<file path="config.mk">
export PLATFORM = sky130hd
export DESIGN_NAME = processing_unit
export DESIGN_NICKNAME = d
export VERILOG_FILES = /design/src/common/uf_pkg.sv /design/src/hw/stage_tracker.sv /design/src/hw/root_compare_tree.sv /design/src/hw/boundary_tracker.sv /design/src/processing_unit/cluster_state.sv /design/src/processing_unit/processing_unit.sv
export SDC_FILE = /design/constraint.sdc
export NUM_CORES = 1
export LEC_CHECK = 0
export BUFFER_PORTS_ARGS = -buffer_cell sky130_fd_sc_hd__clkbuf_2
export CAP_MARGIN = 15
export CORE_UTILIZATION = 45
export CTS_BUF_LIST = sky130_fd_sc_hd__clkbuf_16
export CTS_CLUSTER_DIAMETER = 80
export DETAILED_ROUTE_END_ITERATION = 10
export GPL_ROUTABILITY_DRIVEN = 0
export GPL_TIMING_DRIVEN = 0
export MAX_ROUTING_LAYER = met4
export PLACE_DENSITY = 0.82
export SETUP_SLACK_MARGIN = 0.05
export SLEW_MARGIN = 30
export SYNTH_ARGS = -nofsm -noshare
export SYNTH_HDL_FRONTEND = slang
export SYNTH_HIERARCHICAL = 1
export SYNTH_SLANG_ARGS = --single-unit
export TNS_END_PERCENT = 100
</file>
<file path="constraint.sdc">
create_clock -name clk -period 15.8 [get_ports clk]
set_input_delay 3.16 -clock clk [delete_from_list [all_inputs] [get_ports clk]]
set_output_delay 3.16 -clock clk [all_outputs]
set_load 0.01 [all_outputs]
</file>
<file path="src/common/uf_pkg.sv">
package uf_pkg;

    localparam int coord_width = 5;

    typedef logic [coord_width-1:0] coord_t;

    // k is the top field so whole-vector compares order by k, then i, then j
    typedef struct packed {
        coord_t k;
        coord_t i;
        coord_t j;
    } address_t;

    typedef enum logic [2:0] {
        stage_idle                = 3'd0,
        stage_spread_cluster      = 3'd1,
        stage_grow_boundary       = 3'd2,
        stage_sync_is_odd_cluster = 3'd3,
        stage_measurement_loading = 3'd4
    } stage_t;

    typedef logic [1:0] cost_t;   // boundary cost and grow count

    // what one neighbor link presents to the unit
    typedef struct packed {
        logic     is_fully_grown;
        logic     is_odd_cluster;
        address_t root;
    } neighbor_t;

    // published unit state
    typedef struct packed {
        address_t old_root;
        address_t updated_root;
        logic     is_error_syndrome;
        logic     is_odd_cluster;
        logic     is_touching_boundary;
        logic     is_odd_cardinality;
    } pu_status_t;

endpackage

</file>
<file path="src/hw/stage_tracker.sv">
`timescale 1ns/1ps

module stage_tracker (
    input  logic           clk,
    input  logic           reset,
    input  uf_pkg::stage_t stage_in,
    output uf_pkg::stage_t stage,
    output logic           enter_grow,
    output logic           enter_sync
);
    import uf_pkg::*;

    stage_t last_stage;   // stage of the previous cycle

    always_ff @(posedge clk) begin
        if (reset) begin
            stage      <= stage_idle;
            last_stage <= stage_idle;
        end else begin
            stage <= stage_in;
            // loading wipes the history, whatever follows is a fresh entry
            if (stage == stage_measurement_loading) begin
                last_stage <= stage_idle;
            end else begin
                last_stage <= stage;
            end
        end
    end

    // high only on the first cycle of the stage
    assign enter_grow = (stage == stage_grow_boundary)
                        && (last_stage != stage_grow_boundary);
    assign enter_sync = (stage == stage_sync_is_odd_cluster)
                        && (last_stage != stage_sync_is_odd_cluster);

endmodule

</file>
<file path="src/hw/root_compare_tree.sv">
`timescale 1ns/1ps

module root_compare_tree #(
    parameter int neighbor_count = 6
) (
    input  uf_pkg::address_t       default_root,
    input  uf_pkg::address_t       roots [neighbor_count],
    input  logic [neighbor_count-1:0] valids,
    output uf_pkg::address_t       min_root
);
    import uf_pkg::*;

    localparam int tree_depth = $clog2(neighbor_count);
    localparam int leaf_count = 1 << tree_depth;      // padded to a power of two
    localparam int node_count = 2 * leaf_count - 1;

    // heap layout: node n has children 2n+1 and 2n+2, leaves at the tail
    address_t              node_root [node_count];
    logic [node_count-1:0] node_valid;

    for (genvar n = 0; n < leaf_count; n++) begin : g_leaf
        if (n < neighbor_count) begin : g_used
            assign node_root[leaf_count - 1 + n]  = roots[n];
            assign node_valid[leaf_count - 1 + n] = valids[n];
        end else begin : g_pad
            assign node_root[leaf_count - 1 + n]  = '0;
            assign node_valid[leaf_count - 1 + n] = 1'b0;   // empty leaf, never wins
        end
    end

    // pairwise minimum cells, an invalid side always loses
    for (genvar n = 0; n < leaf_count - 1; n++) begin : g_cell
        logic pick_left;

        assign pick_left = node_valid[2*n+1]
                           && (!node_valid[2*n+2]
                               || (node_root[2*n+1] <= node_root[2*n+2]));
        assign node_root[n]  = pick_left ? node_root[2*n+1] : node_root[2*n+2];
        assign node_valid[n] = node_valid[2*n+1] | node_valid[2*n+2];
    end

    // winner only counts if it beats the current root
    assign min_root = (node_valid[0] && (node_root[0] < default_root))
                      ? node_root[0] : default_root;

endmodule

</file>
<file path="src/hw/boundary_tracker.sv">
`timescale 1ns/1ps

module boundary_tracker #(
    parameter int pos_j            = 0,
    parameter int pos_k            = 0,
    parameter int code_distance_z  = 12,
    parameter int boundary_cost_z  = 2,
    parameter int boundary_cost_ud = 2
) (
    input  logic           clk,
    input  logic           reset,
    input  uf_pkg::stage_t stage,
    input  logic           enter_grow,
    input  logic           is_odd_cluster,
    output logic           boundary_touch
);
    import uf_pkg::*;

    localparam int boundary_count = 2;   // 0 is Z, 1 is UD

    // Z boundary sits on both ends of the j axis, UD only at the first round
    localparam bit has_boundary_z  = (pos_j == 0) || (pos_j == code_distance_z - 1);
    localparam bit has_boundary_ud = (pos_k == 0);

    logic [boundary_count-1:0] touch;
    logic                      grow_step;

    assign grow_step = enter_grow && is_odd_cluster;   // one step per grow round

    for (genvar b = 0; b < boundary_count; b++) begin : g_boundary
        localparam bit    present = (b == 0) ? has_boundary_z : has_boundary_ud;
        localparam cost_t cost    = (b == 0) ? cost_t'(boundary_cost_z)
                                             : cost_t'(boundary_cost_ud);

        cost_t grown;   // how far this boundary edge has grown

        always_ff @(posedge clk) begin
            if (reset) begin
                grown <= '0;
            end else if (stage == stage_measurement_loading) begin
                grown <= '0;
            end else if (grow_step && present && (grown < cost)) begin
                grown <= grown + 1'b1;
            end
        end

        // edge fully grown onto the boundary
        assign touch[b] = present && (grown == cost);
    end

    assign boundary_touch = |touch;

endmodule

</file>
<file path="src/processing_unit/cluster_state.sv">
`timescale 1ns/1ps

module cluster_state #(
    parameter int neighbor_count = 6,
    parameter int pos_i          = 0,
    parameter int pos_j          = 0,
    parameter int pos_k          = 0
) (
    input  logic               clk,
    input  logic               reset,
    input  logic               init_is_error_syndrome,
    input  uf_pkg::stage_t     stage,
    input  logic               enter_sync,
    input  logic               enter_grow,
    input  uf_pkg::neighbor_t  neighbors [neighbor_count],
    input  uf_pkg::address_t   min_root,
    input  logic               boundary_touch,
    output uf_pkg::pu_status_t status,
    output logic               neighbor_increase,
    output logic               is_processing
);
    import uf_pkg::*;

    localparam address_t own_address = '{
        k: coord_t'(pos_k),
        i: coord_t'(pos_i),
        j: coord_t'(pos_j)
    };

    pu_status_t                state;
    logic [neighbor_count-1:0] neighbor_odd;
    logic                      self_odd;
    logic                      next_odd_cluster;
    logic                      spread_change;
    logic                      sync_change;
    logic                      processing_hold;   // keeps is_processing up one more cycle

    always_comb begin
        for (int n = 0; n < neighbor_count; n++) begin
            neighbor_odd[n] = neighbors[n].is_odd_cluster;
        end
    end

    // a root with odd cardinality that cannot drain into a boundary
    assign self_odd = (state.updated_root == own_address)
                      && state.is_odd_cardinality
                      && !state.is_touching_boundary;

    // first sync cycle restarts from the root, later cycles flood from neighbors
    assign next_odd_cluster = enter_sync ? self_odd
                                         : (state.is_odd_cluster | (|neighbor_odd));

    assign spread_change = (stage == stage_spread_cluster)
                           && (min_root != state.updated_root);
    assign sync_change   = (stage == stage_sync_is_odd_cluster)
                           && (next_odd_cluster != state.is_odd_cluster);

    always_ff @(posedge clk) begin
        if (reset) begin
            state.old_root             <= own_address;
            state.updated_root         <= own_address;
            state.is_error_syndrome    <= 1'b0;
            state.is_odd_cluster       <= 1'b0;
            state.is_touching_boundary <= 1'b0;
            state.is_odd_cardinality   <= 1'b0;
        end else begin
            case (stage)
                stage_measurement_loading: begin
                    state.old_root             <= own_address;
                    state.updated_root         <= own_address;
                    state.is_error_syndrome    <= init_is_error_syndrome;
                    state.is_odd_cluster       <= init_is_error_syndrome;
                    state.is_touching_boundary <= 1'b0;
                    state.is_odd_cardinality   <= init_is_error_syndrome;
                end
                stage_spread_cluster: begin
                    state.updated_root         <= min_root;
                    state.is_odd_cluster       <= 1'b0;
                    state.is_touching_boundary <= state.is_touching_boundary
                                                  | boundary_touch;
                end
                stage_sync_is_odd_cluster: begin
                    if (enter_sync) begin
                        state.old_root <= state.updated_root;   // snapshot for neighbors
                    end
                    state.is_odd_cluster <= next_odd_cluster;
                end
                default: begin
                    // idle and grow leave the cluster state alone
                end
            endcase
        end
    end

    always_ff @(posedge clk) begin
        if (reset) begin
            processing_hold <= 1'b0;
        end else begin
            processing_hold <= spread_change | sync_change;
        end
    end

    assign is_processing     = spread_change | sync_change | processing_hold;
    assign neighbor_increase = enter_grow && state.is_odd_cluster;   // one pulse per grow round
    assign status            = state;

endmodule

</file>
<file path="src/processing_unit/processing_unit.sv">
`timescale 1ns/1ps

module processing_unit #(
    parameter int neighbor_count   = 6,
    parameter int pos_i            = 0,
    parameter int pos_j            = 0,
    parameter int pos_k            = 0,
    parameter int code_distance_z  = 12,
    parameter int boundary_cost_z  = 2,
    parameter int boundary_cost_ud = 2
) (
    input  logic               clk,
    input  logic               reset,
    input  logic               init_is_error_syndrome,
    input  uf_pkg::stage_t     stage_in,
    input  uf_pkg::neighbor_t  neighbors [neighbor_count],
    output logic               neighbor_increase,
    output uf_pkg::pu_status_t status,
    output logic               is_processing
);
    import uf_pkg::*;

    stage_t                    stage;
    logic                      enter_grow;
    logic                      enter_sync;
    address_t                  min_root;
    logic                      boundary_touch;
    address_t                  neighbor_roots [neighbor_count];
    logic [neighbor_count-1:0] neighbor_valids;

    // only fully grown links may pass their root on
    for (genvar n = 0; n < neighbor_count; n++) begin : g_link
        assign neighbor_roots[n]  = neighbors[n].root;
        assign neighbor_valids[n] = neighbors[n].is_fully_grown;
    end

    stage_tracker stage_tracker_i (
        .clk        (clk),
        .reset      (reset),
        .stage_in   (stage_in),
        .stage      (stage),
        .enter_grow (enter_grow),
        .enter_sync (enter_sync)
    );

    root_compare_tree #(
        .neighbor_count (neighbor_count)
    ) root_compare_tree_i (
        .default_root (status.updated_root),
        .roots        (neighbor_roots),
        .valids       (neighbor_valids),
        .min_root     (min_root)
    );

    boundary_tracker #(
        .pos_j            (pos_j),
        .pos_k            (pos_k),
        .code_distance_z  (code_distance_z),
        .boundary_cost_z  (boundary_cost_z),
        .boundary_cost_ud (boundary_cost_ud)
    ) boundary_tracker_i (
        .clk            (clk),
        .reset          (reset),
        .stage          (stage),
        .enter_grow     (enter_grow),
        .is_odd_cluster (status.is_odd_cluster),
        .boundary_touch (boundary_touch)
    );

    cluster_state #(
        .neighbor_count (neighbor_count),
        .pos_i          (pos_i),
        .pos_j          (pos_j),
        .pos_k          (pos_k)
    ) cluster_state_i (
        .clk                    (clk),
        .reset                  (reset),
        .init_is_error_syndrome (init_is_error_syndrome),
        .stage                  (stage),
        .enter_sync             (enter_sync),
        .enter_grow             (enter_grow),
        .neighbors              (neighbors),
        .min_root               (min_root),
        .boundary_touch         (boundary_touch),
        .status                 (status),
        .neighbor_increase      (neighbor_increase),
        .is_processing          (is_processing)
    );

endmodule

</file>
=== After elaboration in Yosys (flattened, before gate mapping) ===
Index checks and enable logic that the tools add are counted.

* $add $sub $neg: 2
* $lt $le $gt $ge: 8
* Eq/ne operators: 11
* Mux-type cells: 13
* Bitwise gates (word level): 9
* Reductions and logical operators: 34

{| class="wikitable"
|+ Operators with widths
! kind !! number
|-
| 15-bit two-way mux || 8
|-
| 15-bit less-or-equal comparator || 5
|-
| 15-bit one-hot mux with 2 select lines || 2
|-
| 1-bit logical AND || 15
|-
| 15-bit zero test || 1
|-
| 15-bit less-than comparator || 1
|-
| 15-bit != test || 1
|-
| 1-bit OR || 9
|-
| 3-bit by 2-bit equality test with 1-bit output, second input constant || 2
|-
| 1-bit zero test || 6
|-
| 3-bit by 2-bit != test with 1-bit output, second input constant || 2
|-
| 6-bit OR reduction || 1
|-
| 1-bit logical OR || 5
|-
| 2-bit by 1-bit adder with 2-bit output, second input constant || 2
|-
| 2-bit equality test, second input constant || 2
|-
| 2-bit less-than comparator, second input constant || 2
|-
| 2-bit nonzero test || 2
|-
| 2-bit OR reduction || 2
|-
| 3-bit by 1-bit equality test with 1-bit output, second input constant || 1
|-
| 3-bit equality test, second input constant || 1
|-
| 1-bit one-hot mux with 3 select lines || 1
|-
| 3-bit nonzero test || 1
|-
| 2-bit by 1-bit != test with 1-bit output, second input constant || 1
|-
| 1-bit one-hot mux with 2 select lines || 1
|-
| other kinds (3) || 3
|}

* Flip-flop bits (word level): 44
* Input bits: 108
* Output and inout bits: 36
* Word-level logic and storage cells: 91

=== Longest topological paths before layout ===
* Word-level depth: 19
* Mapped depth: 43
* Mapped depth without buffers: 37

=== Modules after synthesis ===
The synthesis kept the hierarchy.

{| class="wikitable"
|+ Modules (own cells, without submodules)
! module !! times used !! cells each !! area each (um^2) !! sequential area each (um^2)
|-
| root_compare_tree || 1 || 472 || 3434.5 || 0.0
|-
| cluster_state || 1 || 192 || 1710.4 || 680.7
|-
| stage_tracker || 1 || 17 || 207.7 || 120.1
|-
| boundary_tracker || 1 || 22 || 203.9 || 80.1
|}

=== Least setup slack after synthesis ===
Ideal clock, no wire load.

* Kind: input-to-output
* Start point: in neighbors[46] in the netlist's numbering
* End point: out is_processing
* Arrival: 11.158 ns
* Required time: 12.640 ns
* Path slack: 1.482 ns
* Stages: 41
* Path buffers: 5
* Path through: inv_1 ha_1 nand4_1 nor3_1 nor3_1 a31o_2 nand2_1 buf_1 mux2_2 inv_1 ha_1 and4_1 a41oi_1 nor2_1 a31oi_1 clkbuf_1 clkbuf_1 a21oi_1 [... 5 more ...] and2b_1 clkbuf_1 a22oi_1 o21ai_0 ha_1 nand4_1 nor2_1 o31ai_1 a221oi_2 o41ai_2 o2111ai_2 buf_6 mux2_4 xor2_1 nor4_1 nand4_1 o311ai_2 nand3b_1

{| class="wikitable"
|+ RTL lines
! element !! line !! text
|-
| from (decl) || processing_unit.sv:16 || <nowiki>input uf_pkg::neighbor_t neighbors [neighbor_count],</nowiki>
|-
| to (decl) || processing_unit.sv:19 || <nowiki>output logic is_processing</nowiki>
|}

==> metrics.cfg <==
[outcome]
status=completed

[sta]
rsz0062_at_grt=false
max-slew-margin-rel=0.528
period_minus_slack_ns=15.14
setup_viol=0
hold_viol=0
min_period_over_period=0.958
setup_slack_ns=0.657
fmax_mhz=66.0
finClkSkew_ns=0.00282
slew_viol_final=0
tightest_slew_ns=0.701
final.setup.tns_ns=0

[worst_hold_path]
hold_path_depth=2
hold_class=register to register
hold_end=cluster_state_i/status[22]$_SDFFE_PP0P_
min_from=cluster_state_i/status[22]$_SDFFE_PP0P_

[floorplan]
die-area_um2=12800
pin_count=144
rows=40
die-width_um=113
core_um2=12000
die_height_um=113
initial_core_util=0.463

[worst_setup_path]
crit_path_frequent_cell=ha_1
worstSetupPathType=input pin to output pin
crit_slowest_cell=or4_1
cpLargestDelayFamily=compound AO/OA/AOI/OAI gates
slowest_delay_ns=0.51
required_ns=12.64
r2r_slack_ns=12.29
r2r_start=cluster_state_i/status[8]$_SDFFE_PP0P_
cp-start-kind=input pin
reg2reg_to=cluster_state_i/processing_hold$_SDFF_PP0_
path_buf_inv=10
endpoint_kind=output pin
arrival_ns=11.98
r2r_cells=14
crit_fanout=10

[synth]
ys.flop_type=dfxtp_1
syn_area_um2=5560
syn_inst=703
syn_nets=902
synth_area_leaders=ha_1 (20%), dfxtp_1 (16%), a21oi_1 (7.2%), mux2_2 (6.9%), inv_1 (5.3%)
synth_cell_type_count=66
yosys_warnings=6
async_reset_ff_frac=0
syn_area_per_cell_um2=7.90
ys_seq_area_frac=0.159
synth_largest_area_cell=ha_1
ys_seq_elements=44
synth-edff-count=0
yosys.area.top_type_share=0.205

[detailed_routing]
num_vias=5793
drt_wl_total_um=15000
ant_nets=0
firstDrtPassIters=6
drcViolationCount=0
routedWlPerCell_um=14.9
drtIter0Drc=445
vias_per_cell=5.76

[global_routing]
grt_pass1_vias=5364
grt_overflow=0
grt_usage=0.239
grt_max_degree=13
grt_pass1_wl_um=24500
antenna_found_initial=0

[placement]
dp_slack_ns=-0.235
io_buffers=143
hpwlAfterDp_um=12600

[pwr]
ir_worst_vdd_v=0.0000414
power.leakage_nw=3.16
finalPower_uw=558
power_density_nw_per_um2=84.0

[clock_tree]
root_buffer=clkbuf_16
cts-hold-fix-buffers=0
clk_pin_slew_worst_paths_ns=0.06
clock_path_buffers=2
clk_latency_ns=0.28
cts_buffers=5
numClockSinks=44
htreeDepth=2
cts_tree=done

[finish]
nets=1056
final_core_util=0.553
fillers=1122
n_antenna_cell=0
area_growth_pct=19.5
drive_above_1_share=0.276
multi_input_comb_area_um2=4240
final-seq-area_um2=881

[job]
drv_cap=0

## metal layers
metal,up-vias,routed length [µm],track usage
met5,-,0,-
met4,0,134,0.0439
met3,15,1040,0.0295
met2,199,7020,0.391
met1,2682,6800,0.318
li1,2897,-,-
## area by class of cell
| type | count | area share |
|---|---|---|
| multi-input cells | 552 | 0.638 |
| flip-flops and latches | 44 | 0.133 |
| repair buffers | 147 | 0.112 |
| inverters | 79 | 0.0446 |
| well taps | 147 | 0.0277 |
| plain buffers | 28 | 0.0239 |
| clock buffers | 5 | 0.0188 |
| clock inverters | 3 | 0.00170 |
## cells by family (layout without fill, tap and decap cells)
group / Yosys count / in the layout / share of synthesized area
and+or+nand+nor: 194 / 194 / 0.185
DFF: 44 / 44 / 0.159
xor gates and xnor gates: 18 / 18 / 0.0284
AOI/OAI and AO/OA: 203 / 203 / 0.245
muxes: 46 / 46 / 0.0995
buffers and inverters: 107 / 262 / 0.0786
adders and majority gates: 91 / 91 / 0.205
## cells in the mapped netlist (3+ instances only)
cell type and n:
nand4_1 18, buf_4 6, dfxtp_1 44, nor3_1 19, a211o_1 3, buf_1 3, xor2_1 4, inv_1 79
nand2_1 36, a21oi_1 80, a22oi_1 31, clkbuf_1 14, and4_1 4, o21ai_0 28, nand3_1 21, xnor2_1 14
nor4_1 4, nor2b_1 10, a21boi_0 3, nor2_1 51, buf_2 4, nand3b_1 9, o21a_1 4, a21o_1 4
and2_1 3, mux2_2 34, mux2_4 10, nor4b_2 3, or2_2 3, ha_1 91, a22o_1 15
## where the power goes
part	total [mW]	internal (mW)	switching, mW
clock network	0.0949	0.0568	0.0381
logic	0.340	0.161	0.180
registers	0.123	0.115	0.00808
## registers in the layout, summed over array words and instances (netlist names)
register / cells
cluster_state_i/status: 33
stage_tracker_i/stage: 3
boundary_tracker_i/g_boundary.grown: 4
cluster_state_i/processing_hold: 1
stage_tracker_i/last_stage: 3
## per-stage QoR
step           instances  instance area [µm²]  hold WS (ns)
2_1_floorplan        703                 5560         0.457
3_3_place_gp         993                 6460         0.438
3_5_place_dp         993                 6460         0.446
4_1_cts             1001                 6600         0.452
5_1_grt             1005                 6640         0.473
6_report            1005                 6640         0.453
## what timing repair did
action	4_1_cts	5_1_grt
pin swaps	0	2
gates resized for setup	4	15
endpoints found under the setup margin	1	1
setup buffers	0	4
## cells in the final DEF (no fill, tap or decap), types with 14 or more instances in the layout
cell type | netlist | layout
ha_1 | 91 | 91
xnor2_1 | 14 | 14
o21ai_0 | 28 | 28
a21oi_1 | 80 | 80
a22o_1 | 15 | 15
nand2_1 | 36 | 36
inv_1 | 79 | 81
nor3_1 | 19 | 19
clkbuf_2 | 0 | 144
nor2_1 | 51 | 51
mux2_2 | 34 | 34
a22oi_1 | 31 | 31
nand4_1 | 18 | 18
dfxtp_1 | 44 | 44
nand3_1 | 21 | 21
## how the worst max path moves through the flow
stage               slack (ns)             to  cells past startpoint          start
floorplan                 1.48  is_processing                     41  neighbors[46]
global placement         -0.15  is_processing                     43  neighbors[46]
detailed placement       -0.23  is_processing                     43  neighbors[46]
CTS                       0.06  is_processing                     43  neighbors[46]
global route              0.05  is_processing                     44  neighbors[48]
finish                    0.66  is_processing                     44  neighbors[46]
## worst register-to-register path, delay by kind of cell, from the launching register on
| family | cells | cell delay [ns] |
|---|---|---|
| flip-flops | 1 | 0.53 |
| AND/OR/NAND/NOR | 3 | 0.49 |
| multiplexers | 1 | 0.31 |
| buffers and inverters | 2 | 0.30 |
| AO/OA/AOI/OAI | 6 | 1.28 |
| adder cells (fa/ha/maj) | 1 | 0.32 |
| XOR/XNOR | 1 | 0.15 |
Power figures use the tool's default switching activity.
